## src/include/motion_defs.svh

```systemverilog
// Motion core widths, sizes, reset defaults and version constants
`ifndef MOTION_DEFS_SVH
`define MOTION_DEFS_SVH

// Host interface
`define WORD_BITS 64

// Axis and DDA geometry
`define NUM_MOTORS 2
`define DDA_BITS 64
`define MOVE_DURATION_BITS 32

// Move store depth
`define BUFFER_SIZE 2

// DDA tick divisor after reset
`define DEFAULT_CLOCK_DIVISOR 32

// Reported API version bytes
`define VERSION_PATCH 8'h00
`define VERSION_MINOR 8'h01
`define VERSION_MAJOR 8'h00
`define VERSION_DEVEL 8'h01

`endif

```

## src/logic/motion_pkg.sv

```systemverilog
// Motion core types for host commands, host words and buffered moves
package motion_pkg;

  `include "motion_defs.svh"

  // Host command codes, first byte of a header word
  typedef enum logic [7:0] {
    CMD_COORDINATED_STEP = 8'h01,
    CMD_MOTOR_ENABLE     = 8'h0a,
    CMD_MOTOR_BRAKE      = 8'h0b,
    CMD_CLK_DIVISOR      = 8'h20,
    CMD_CHANNEL_INFO     = 8'hfd,
    CMD_API_VERSION      = 8'hfe
  } cmd_t;

  typedef struct packed {
    cmd_t        cmd;
    logic [7:0]  channel;
    logic [47:0] payload;
  } host_header_t;

  // Same word seen as a command header or as raw move data
  typedef union packed {
    host_header_t            header;
    logic [`WORD_BITS-1:0]   data;
  } host_word_u;

  typedef struct packed {
    logic [`DDA_BITS-1:0] increment;
    logic [`DDA_BITS-1:0] incr_incr;
  } axis_params_t;

  typedef struct packed {
    logic [`NUM_MOTORS-1:0]         dir;
    logic [`MOVE_DURATION_BITS-1:0] duration;
    axis_params_t [`NUM_MOTORS-1:0] axis;
  } move_entry_t;

  typedef struct packed {
    logic        push;
    move_entry_t entry;
  } move_push_t;

endpackage

```

## src/logic/command_decoder.sv

```systemverilog
// Host word decoder for configuration, status replies and coordinated moves
`timescale 1ns/1ps
`include "motion_defs.svh"

module command_decoder
  import motion_pkg::*;
(
  input  logic                   CLK,
  input  logic                   resetn,
  input  host_word_u             word_data,
  input  logic                   word_received,
  output logic [`WORD_BITS-1:0]  word_send_data,
  output move_push_t             move_push,
  output logic [`NUM_MOTORS-1:0] enable,
  output logic [`NUM_MOTORS-1:0] brake,
  output logic [7:0]             clock_divisor
);

  // Header, duration, then two words per axis
  localparam int LAST_WORD = 2 * `NUM_MOTORS + 1;

  logic                  word_received_q;
  logic                  word_rise;
  logic [7:0]            message_header;
  logic [7:0]            word_count;
  logic                  in_move;
  logic                  push_q;
  move_entry_t           staged;
  logic [`WORD_BITS-1:0] reply;

  assign word_rise = word_received & ~word_received_q;
  assign in_move   = (message_header == CMD_COORDINATED_STEP);

  assign move_push.push  = push_q;
  assign move_push.entry = staged;

  // Reply depends only on the word being received
  always_comb begin
    reply = '0;
    if (!in_move) begin
      case (word_data.header.cmd)
        CMD_API_VERSION: begin
          reply[31:0] = {`VERSION_DEVEL, `VERSION_MAJOR, `VERSION_MINOR, `VERSION_PATCH};
        end
        CMD_CHANNEL_INFO: begin
          reply[31:0] = {8'(`MOVE_DURATION_BITS), 8'(`DDA_BITS), 8'd0, 8'(`NUM_MOTORS)};
        end
        default: reply = '0;
      endcase
    end
  end

  always_ff @(posedge CLK) begin
    if (resetn) begin
      word_received_q <= 1'b0;
      word_send_data  <= '0;
      message_header  <= 8'h00;
      word_count      <= 8'd0;
      push_q          <= 1'b0;
      enable          <= '0;
      brake           <= '0;
      clock_divisor   <= 8'(`DEFAULT_CLOCK_DIVISOR);
    end else begin
      word_received_q <= word_received;
      push_q          <= 1'b0;
      if (word_rise) begin
        word_send_data <= reply;
        if (!in_move) begin
          // New message
          message_header <= word_data.header.cmd;
          word_count     <= 8'd1;
          case (word_data.header.cmd)
            CMD_MOTOR_ENABLE: enable <= word_data.header.payload[`NUM_MOTORS-1:0];
            CMD_MOTOR_BRAKE:  brake <= word_data.header.payload[`NUM_MOTORS-1:0];
            CMD_CLK_DIVISOR:  clock_divisor <= word_data.header.payload[7:0];
            default: ;
          endcase
        end else if (word_count == 8'(LAST_WORD)) begin
          // Final axis word completes the move
          push_q         <= 1'b1;
          message_header <= 8'h00;
          word_count     <= 8'd0;
        end else begin
          word_count <= word_count + 8'd1;
        end
      end
    end
  end

  // Move fields collected word by word
  always_ff @(posedge CLK) begin
    if (word_rise) begin
      if (!in_move) begin
        if (word_data.header.cmd == CMD_COORDINATED_STEP) begin
          staged.dir <= word_data.header.payload[`NUM_MOTORS-1:0];
        end
      end else begin
        if (word_count == 8'd1) begin
          staged.duration <= word_data.data[`MOVE_DURATION_BITS-1:0];
        end
        for (int i = 0; i < `NUM_MOTORS; i++) begin
          if (word_count == 8'(2 * i + 2)) begin
            staged.axis[i].increment <= word_data.data;
          end
          if (word_count == 8'(2 * i + 3)) begin
            staged.axis[i].incr_incr <= word_data.data;
          end
        end
      end
    end
  end

endmodule

```

## src/logic/move_buffer.sv

```systemverilog
// Two-slot move store with toggle handshake toward the DDA sequencer
`timescale 1ns/1ps
`include "motion_defs.svh"

module move_buffer
  import motion_pkg::*;
(
  input  logic                    CLK,
  input  logic                    resetn,
  input  move_push_t              move_push,
  input  logic                    read_slot,
  input  logic [`BUFFER_SIZE-1:0] consumed,
  output logic [`BUFFER_SIZE-1:0] ready,
  output move_entry_t             read_entry,
  output logic                    buffer_dtr
);

  move_entry_t             slots [`BUFFER_SIZE];
  logic                    write_slot;
  logic [`BUFFER_SIZE-1:0] full;
  logic                    accept;

  // Slot holds a move the sequencer has not retired yet
  assign full   = ready ^ consumed;
  assign accept = move_push.push & ~full[write_slot];

  assign buffer_dtr = ~&full;
  assign read_entry = slots[read_slot];

  always_ff @(posedge CLK) begin
    if (accept) begin
      slots[write_slot] <= move_push.entry;
    end
  end

  always_ff @(posedge CLK) begin
    if (resetn) begin
      ready      <= '0;
      write_slot <= 1'b0;
    end else if (accept) begin
      ready[write_slot] <= ~ready[write_slot];
      // Wrap at the last slot
      if (write_slot == 1'(`BUFFER_SIZE - 1)) begin
        write_slot <= 1'b0;
      end else begin
        write_slot <= write_slot + 1'b1;
      end
    end
  end

endmodule

```

## src/logic/dda_sequencer.sv

```systemverilog
// DDA tick divider and move FSM that loads, times and retires buffered moves
`timescale 1ns/1ps
`include "motion_defs.svh"

module dda_sequencer (
  input  logic                           CLK,
  input  logic                           resetn,
  input  logic [7:0]                     clock_divisor,
  input  logic [`BUFFER_SIZE-1:0]        ready,
  input  logic [`MOVE_DURATION_BITS-1:0] duration,
  output logic                           dda_tick,
  output logic                           loading_move,
  output logic                           executing_move,
  output logic                           move_done,
  output logic                           read_slot,
  output logic [`BUFFER_SIZE-1:0]        consumed
);

  typedef enum logic [1:0] {
    S_IDLE,
    S_LOAD,
    S_EXEC
  } state_t;

  state_t                         state;
  logic [7:0]                     div_count;
  logic [7:0]                     div_limit;
  logic [`MOVE_DURATION_BITS-1:0] tick_count;
  logic [`BUFFER_SIZE-1:0]        full;
  logic                           retire;

  // Divisor of zero behaves like one
  assign div_limit = (clock_divisor == 8'd0) ? 8'd0 : clock_divisor - 8'd1;

  assign full           = ready ^ consumed;
  assign loading_move   = (state == S_LOAD);
  assign executing_move = (state == S_EXEC);

  // Last tick of the move, or an empty move seen at load
  assign retire = (loading_move && duration == '0) ||
                  (executing_move && dda_tick && tick_count == duration - 1'b1);

  always_ff @(posedge CLK) begin
    if (resetn) begin
      div_count <= 8'd0;
      dda_tick  <= 1'b0;
    end else if (div_count >= div_limit) begin
      div_count <= 8'd0;
      dda_tick  <= 1'b1;
    end else begin
      div_count <= div_count + 8'd1;
      dda_tick  <= 1'b0;
    end
  end

  always_ff @(posedge CLK) begin
    if (resetn) begin
      state      <= S_IDLE;
      tick_count <= '0;
      move_done  <= 1'b0;
      read_slot  <= 1'b0;
      consumed   <= '0;
    end else begin
      move_done <= 1'b0;
      case (state)
        S_IDLE: begin
          if (full[read_slot]) begin
            state <= S_LOAD;
          end
        end
        S_LOAD: begin
          tick_count <= '0;
          state      <= retire ? S_IDLE : S_EXEC;
        end
        S_EXEC: begin
          if (retire) begin
            state <= S_IDLE;
          end else if (dda_tick) begin
            tick_count <= tick_count + 1'b1;
          end
        end
        default: state <= S_IDLE;
      endcase
      if (retire) begin
        move_done           <= 1'b1;
        consumed[read_slot] <= ~consumed[read_slot];
        read_slot           <= (read_slot == 1'(`BUFFER_SIZE - 1)) ? 1'b0 : read_slot + 1'b1;
      end
    end
  end

endmodule

```

## src/logic/dda_axis.sv

```systemverilog
// Per-axis DDA accumulator with second-order velocity and carry step output
`timescale 1ns/1ps
`include "motion_defs.svh"

module dda_axis
  import motion_pkg::*;
(
  input  logic         CLK,
  input  logic         resetn,
  input  logic         dda_tick,
  input  logic         loading_move,
  input  logic         executing_move,
  input  axis_params_t params,
  output logic         step
);

  logic [`DDA_BITS-1:0] accum;
  logic [`DDA_BITS-1:0] velocity;
  logic [`DDA_BITS:0]   sum;

  assign sum = {1'b0, accum} + {1'b0, velocity};

  // Step in the same cycle as the tick that overflows
  assign step = dda_tick & executing_move & sum[`DDA_BITS];

  always_ff @(posedge CLK) begin
    if (resetn) begin
      accum    <= '0;
      velocity <= '0;
    end else if (loading_move) begin
      accum    <= '0;
      velocity <= params.increment;
    end else if (executing_move && dda_tick) begin
      accum    <= sum[`DDA_BITS-1:0];
      velocity <= velocity + params.incr_incr;
    end
  end

endmodule

```

## src/logic/motion_core_top.sv

```systemverilog
// Motion core top with host decoder, move buffer, DDA sequencer and axis array
`timescale 1ns/1ps
`include "motion_defs.svh"

module motion_core_top
  import motion_pkg::*;
(
  input  logic                   CLK,
  input  logic                   resetn,
  input  host_word_u             word_data,
  input  logic                   word_received,
  output logic [`WORD_BITS-1:0]  word_send_data,
  output logic [`NUM_MOTORS-1:0] step,
  output logic [`NUM_MOTORS-1:0] dir,
  output logic [`NUM_MOTORS-1:0] enable,
  output logic [`NUM_MOTORS-1:0] brake,
  output logic                   buffer_dtr,
  output logic                   move_done
);

  move_push_t              move_push;
  move_entry_t             read_entry;
  logic [7:0]              clock_divisor;
  logic [`BUFFER_SIZE-1:0] ready;
  logic [`BUFFER_SIZE-1:0] consumed;
  logic                    read_slot;
  logic                    dda_tick;
  logic                    loading_move;
  logic                    executing_move;

  // Direction only while a move runs
  assign dir = read_entry.dir & {`NUM_MOTORS{executing_move}};

  command_decoder u_decoder (
    .CLK            (CLK),
    .resetn         (resetn),
    .word_data      (word_data),
    .word_received  (word_received),
    .word_send_data (word_send_data),
    .move_push      (move_push),
    .enable         (enable),
    .brake          (brake),
    .clock_divisor  (clock_divisor)
  );

  move_buffer u_buffer (
    .CLK        (CLK),
    .resetn     (resetn),
    .move_push  (move_push),
    .read_slot  (read_slot),
    .consumed   (consumed),
    .ready      (ready),
    .read_entry (read_entry),
    .buffer_dtr (buffer_dtr)
  );

  dda_sequencer u_sequencer (
    .CLK            (CLK),
    .resetn         (resetn),
    .clock_divisor  (clock_divisor),
    .ready          (ready),
    .duration       (read_entry.duration),
    .dda_tick       (dda_tick),
    .loading_move   (loading_move),
    .executing_move (executing_move),
    .move_done      (move_done),
    .read_slot      (read_slot),
    .consumed       (consumed)
  );

  for (genvar g = 0; g < `NUM_MOTORS; g++) begin : g_axis
    dda_axis u_axis (
      .CLK            (CLK),
      .resetn         (resetn),
      .dda_tick       (dda_tick),
      .loading_move   (loading_move),
      .executing_move (executing_move),
      .params         (read_entry.axis[g]),
      .step           (step[g])
    );
  end

endmodule

```

## config.mk

```make
export PLATFORM = sky130hd
export DESIGN_NAME = motion_core_top
export DESIGN_NICKNAME = d
export VERILOG_FILES = /design/src/logic/motion_pkg.sv /design/src/logic/command_decoder.sv /design/src/logic/move_buffer.sv /design/src/logic/dda_sequencer.sv /design/src/logic/dda_axis.sv /design/src/logic/motion_core_top.sv
export VERILOG_INCLUDE_DIRS = /design/src /design/src/include
export SDC_FILE = /design/constraint.sdc
export NUM_CORES = 2
export LEC_CHECK = 0
export BUFFER_PORTS_ARGS = -buffer_cell sky130_fd_sc_hd__buf_2
export CAP_MARGIN = 30
export CORE_MARGIN = 2
export CORE_UTILIZATION = 60
export CTS_CLUSTER_SIZE = 12
export DETAILED_ROUTE_END_ITERATION = 10
export PLACE_DENSITY = 0.88
export SKIP_CTS_REPAIR_TIMING = 1
export SLEW_MARGIN = 20
export SYNTH_ARGS = -nofsm -noshare
export SYNTH_HDL_FRONTEND = slang
export SYNTH_SLANG_ARGS = --single-unit
```

## constraint.sdc

```tcl
create_clock -name CLK -period 20.1 [get_ports CLK]
set_input_delay 3.015 -clock CLK [delete_from_list [all_inputs] [get_ports CLK]]
set_output_delay 3.015 -clock CLK [all_outputs]
set_load 0.02 [all_outputs]
```

==> impl_metrics.py <==
metrics = {
    "setup_path": {
        "crit_path_max_fanout": 5,
        "worst-r2r-setup-slack_ns": 13.20,
        "r2r_end": "g_axis[0].u_axis.velocity[62]$_SDFFE_PP0P_",
        "critPathKind": "reg -> out",
        "required_ns": 17.09,
        "cp-end-kind": "output port",
        "reg2regPathDepth": 16,
        "crit_arrival_ns": 5.46,
        "endpoint": "step[0]",
        "critPathLaunchType": "register",
        "crit_start": "g_axis[0].u_axis.velocity[0]$_SDFFE_PP0P_",
    },
    "layout": {
        "final_util_pct": 65.8,
        "n_antenna_cell": 0,
        "drive_gt1_share_pct": 9.63,
        "final-instance-count-excl-fill": 6429,
        "final_nets": 5393,
        "syn_to_final_growth_pct": 8.48,
    },
    "routing": {
        "first_pass_iters": 5,
        "wl_per_cell_microns": 22.0,
        "wirelength_mm": 142,
        "route.vias.total": 40800,
        "post-route-drc-count": 0,
        "final_antenna_net_count": 0,
        "drt-initial-drc-count": 4699,
        "routed_via_density": 6.34,
    },
    "clock_tree": {
        "numCtsBuffers": 118,
        "htree_levels": 3,
        "cts_root_buf": "clkbuf_16",
        "clock-sinks": 1209,
        "worstSkewPairLatency_ns": 0.71,
        "cts_tree": "yes",
        "clkTransAtPathRegs_ns": 0.06,
        "clk_path_buf_depth": 3,
    },
    "logic_synthesis": {
        "yosys-top-cells-count": "edfxtp_1, nand2_1, a21oi_1",
        "synthCells": 5028,
        "synth_edf_count": 870,
        "synth_ff_type": "edfxtp_1",
        "ys_ff_latch": 1209,
        "synthDistinctLibCells": 108,
        "synth_top_area_share_pct": 44.6,
        "avgSynthCellArea_sq_um": 11.7,
        "synth.most_common_cell": "edfxtp_1",
        "synth.area.top_cells": "edfxtp_1, dfxtp_1, ha_1",
        "synthDominantAreaCellType": "edfxtp_1",
        "ys_async_sr_fraction_pct": 0,
        "yosys_warnings": 0,
        "seq_area_frac_synth_pct": 56.1,
        "syn_area_sq_um": 58600,
    },
    "floorplanning": {
        "die_x_microns": 317,
        "die_h_microns": 317,
        "fp-row-count": 114,
        "core_sq_um": 96700,
        "dieArea_sq_um": 100000,
        "io_pins": 141,
        "initial_core_util_pct": 60.6,
    },
    "placed_design": {
        "gp_congestion": 0.948,
        "portBuffers": 81,
        "dp.cells": 6200,
        "hpwl_mm": 94.9,
    },
    "global_route": {
        "antenna_found_initial": 5,
        "grt_pass1_vias": 39300,
        "grt_overflow": 0,
        "grt_pass1_wl_mm": 219,
        "grt.total_usage_pct": 27.8,
        "grt_max_degree": 160,
    },
    "min_path": {
        "hold_class": "reg -> reg",
    },
    "pwr": {
        "leakage_nw": 23.1,
        "pwr-share-seq_pct": 43.6,
        "power.density_nw_per_um2": 104,
        "p_sw_share_pct": 31.5,
        "p_switching_mw": 2.09,
        "p_comb_share_pct": 25.2,
        "p_total_mw": 6.64,
        "p_int_mw": 4.55,
        "clockPowerShare_pct": 31.3,
        "peakVddDrop_uv": 84.8,
    },
    "timing": {
        "maxSlewViolCount": 0,
        "skew_ns": 0.0258,
        "rsz0062_at_grt": "false",
        "finalHoldViolCount": 0,
        "setup_violations": 0,
        "relSlewSlack_pct": 26.6,
        "period_needed_ns": 8.48,
        "final.setup.tns_ns": 0,
        "final.period_utilization_pct": 42.2,
        "worst_pin_slew_ns": 1.10,
        "max_freq_ghz": 0.118,
    },
    "status": {
        "outcome": "finished, final reports clean",
    },
    "flow_run": {
        "maxCapViolCount": 0,
    },
}
-- worst max-delay path, cell delays in order, from the launching register on --
cell,delay (ns)
dfxtp_1,0.33
ha_1,0.24
inv_1,0.08
fa_1,0.22
nand2b_1,0.15
a21oi_1,0.11
o211ai_1,0.32
nand3_1,0.22
a31oi_1,0.55
a31oi_1,0.23
a211oi_1,0.84
o211ai_1,0.34
a31oi_1,0.42
o21ai_0,0.25
nand4_1,0.15
a21oi_1,0.09
buf_2,0.19
-- how the worst min path moves through the flow --
stage                     cells past startpoint  slack, ns                          startpoint                                to
final                                         0       0.43  u_decoder.move_push[126]$_DFFE_PP_  u_buffer.slots[0][126]$_DFFE_PP_
after global routing                          0       0.44  u_decoder.move_push[130]$_DFFE_PP_  u_buffer.slots[0][130]$_DFFE_PP_
after CTS                                     0       0.44   u_decoder.move_push[28]$_DFFE_PP_   u_buffer.slots[1][28]$_DFFE_PP_
after detailed placement                      0       0.43  u_decoder.move_push[124]$_DFFE_PP_  u_buffer.slots[1][124]$_DFFE_PP_
after global placement                        0       0.42  u_decoder.move_push[177]$_DFFE_PP_  u_buffer.slots[1][177]$_DFFE_PP_
after floorplan                               0       0.42    u_decoder.move_push[0]$_DFFE_PP_    u_buffer.slots[0][0]$_DFFE_PP_
-- metrics by stage --
stage | cell area [sq um] | worst slack, ns | hold slack (ns)
floorplan | 58800 | 6.44 | 0.421
global placement | 59900 | 12.69 | 0.421
detailed placement | 59900 | 12.59 | 0.429
CTS | 63500 | 11.77 | 0.437
global route | 63600 | 11.52 | 0.440
finish | 63600 | 11.62 | 0.433
-- per-layer routing --
layer	share of wire, %	GRT usage (%)	vias to the layer above	wire length, microns
met2	47	45.0	1855	66500
met1	41	38.1	19800	58300
li1	-	-	18800	-
met4	4.2	11.4	2	5910
met3	7.7	3.93	347	11000
met5	0.0092	0	-	13
-- kinds of logic after synthesis --
family	synth area share, %
flops	56.1
simple gates	9.83
buf+inv	2.96
mux	5.64
xor+xnor	4.51
compound gates	14.9
other cells	0.00640
fa+ha+maj	6.01
-- area by class of cell --
cell class                      instances  area (sq um)
Timing Repair Buffer                  125           870
Fill cell                            6856         33100
Clock inverter                         24           204
Inverter                               94           353
Sequential cell                      1209         32900
Multi-Input combinational cell       3499         24300
Clock buffer                          202          3380
Tap cell                             1276          1600
-- power groups by stage --
stage               Sequential, mW  Clock (mW)  Combinational [mW]
detailed placement            2.94           0                1.61
floorplan                     2.88           0                1.26
CTS                           2.89        2.10                1.63
global route                  2.90        2.20                1.83
global placement              2.93           0                1.56
finish                        2.89        2.08                1.67
-- cell usage in the layout (no fill, tap or decap), types with 23 or more instances in the layout --
cell | Yosys | routed
edfxtp_1 | 870 | 870
ha_1 | 275 | 274
nand3_1 | 83 | 83
nand4_1 | 57 | 57
o21a_1 | 35 | 35
mux2_2 | 131 | 131
dfxtp_1 | 339 | 338
nor3_1 | 66 | 66
a21oi_1 | 439 | 439
clkbuf_1 | 167 | 74
buf_4 | 65 | 33
nand2_1 | 441 | 440
o21ai_0 | 180 | 180
clkbuf_16 | 0 | 119
xor2_1 | 116 | 116
buf_2 | 10 | 81
mux2i_1 | 176 | 176
nand2b_1 | 33 | 33
a211oi_1 | 143 | 143
nor2b_1 | 32 | 32
o21bai_1 | 47 | 47
or3_1 | 23 | 23
and3_1 | 54 | 54
a21o_1 | 157 | 157
nor2_1 | 337 | 329
a31oi_1 | 40 | 40
inv_1 | 94 | 94
xnor2_1 | 186 | 186
a221oi_1 | 44 | 44
conb_1 | 1 | 59
-- state kept, by name, summed over array words and instances, names as in the netlist, 2 cells and up, named ones only --
signal                    flops
g_axis.u_axis.velocity      128
u_buffer.ready                2
u_buffer.slots              580
g_axis.u_axis.accum         128
u_decoder.brake               2
u_sequencer.consumed          2
u_decoder.enable              2
u_sequencer.tick_count       32
u_sequencer.div_count         8
u_decoder.clock_divisor       8
u_decoder.word_count          8
u_decoder.message_header      8
u_sequencer.state             2
u_decoder.word_send_data      2
u_decoder.move_push         290
Power figures use the tool's default switching activity.
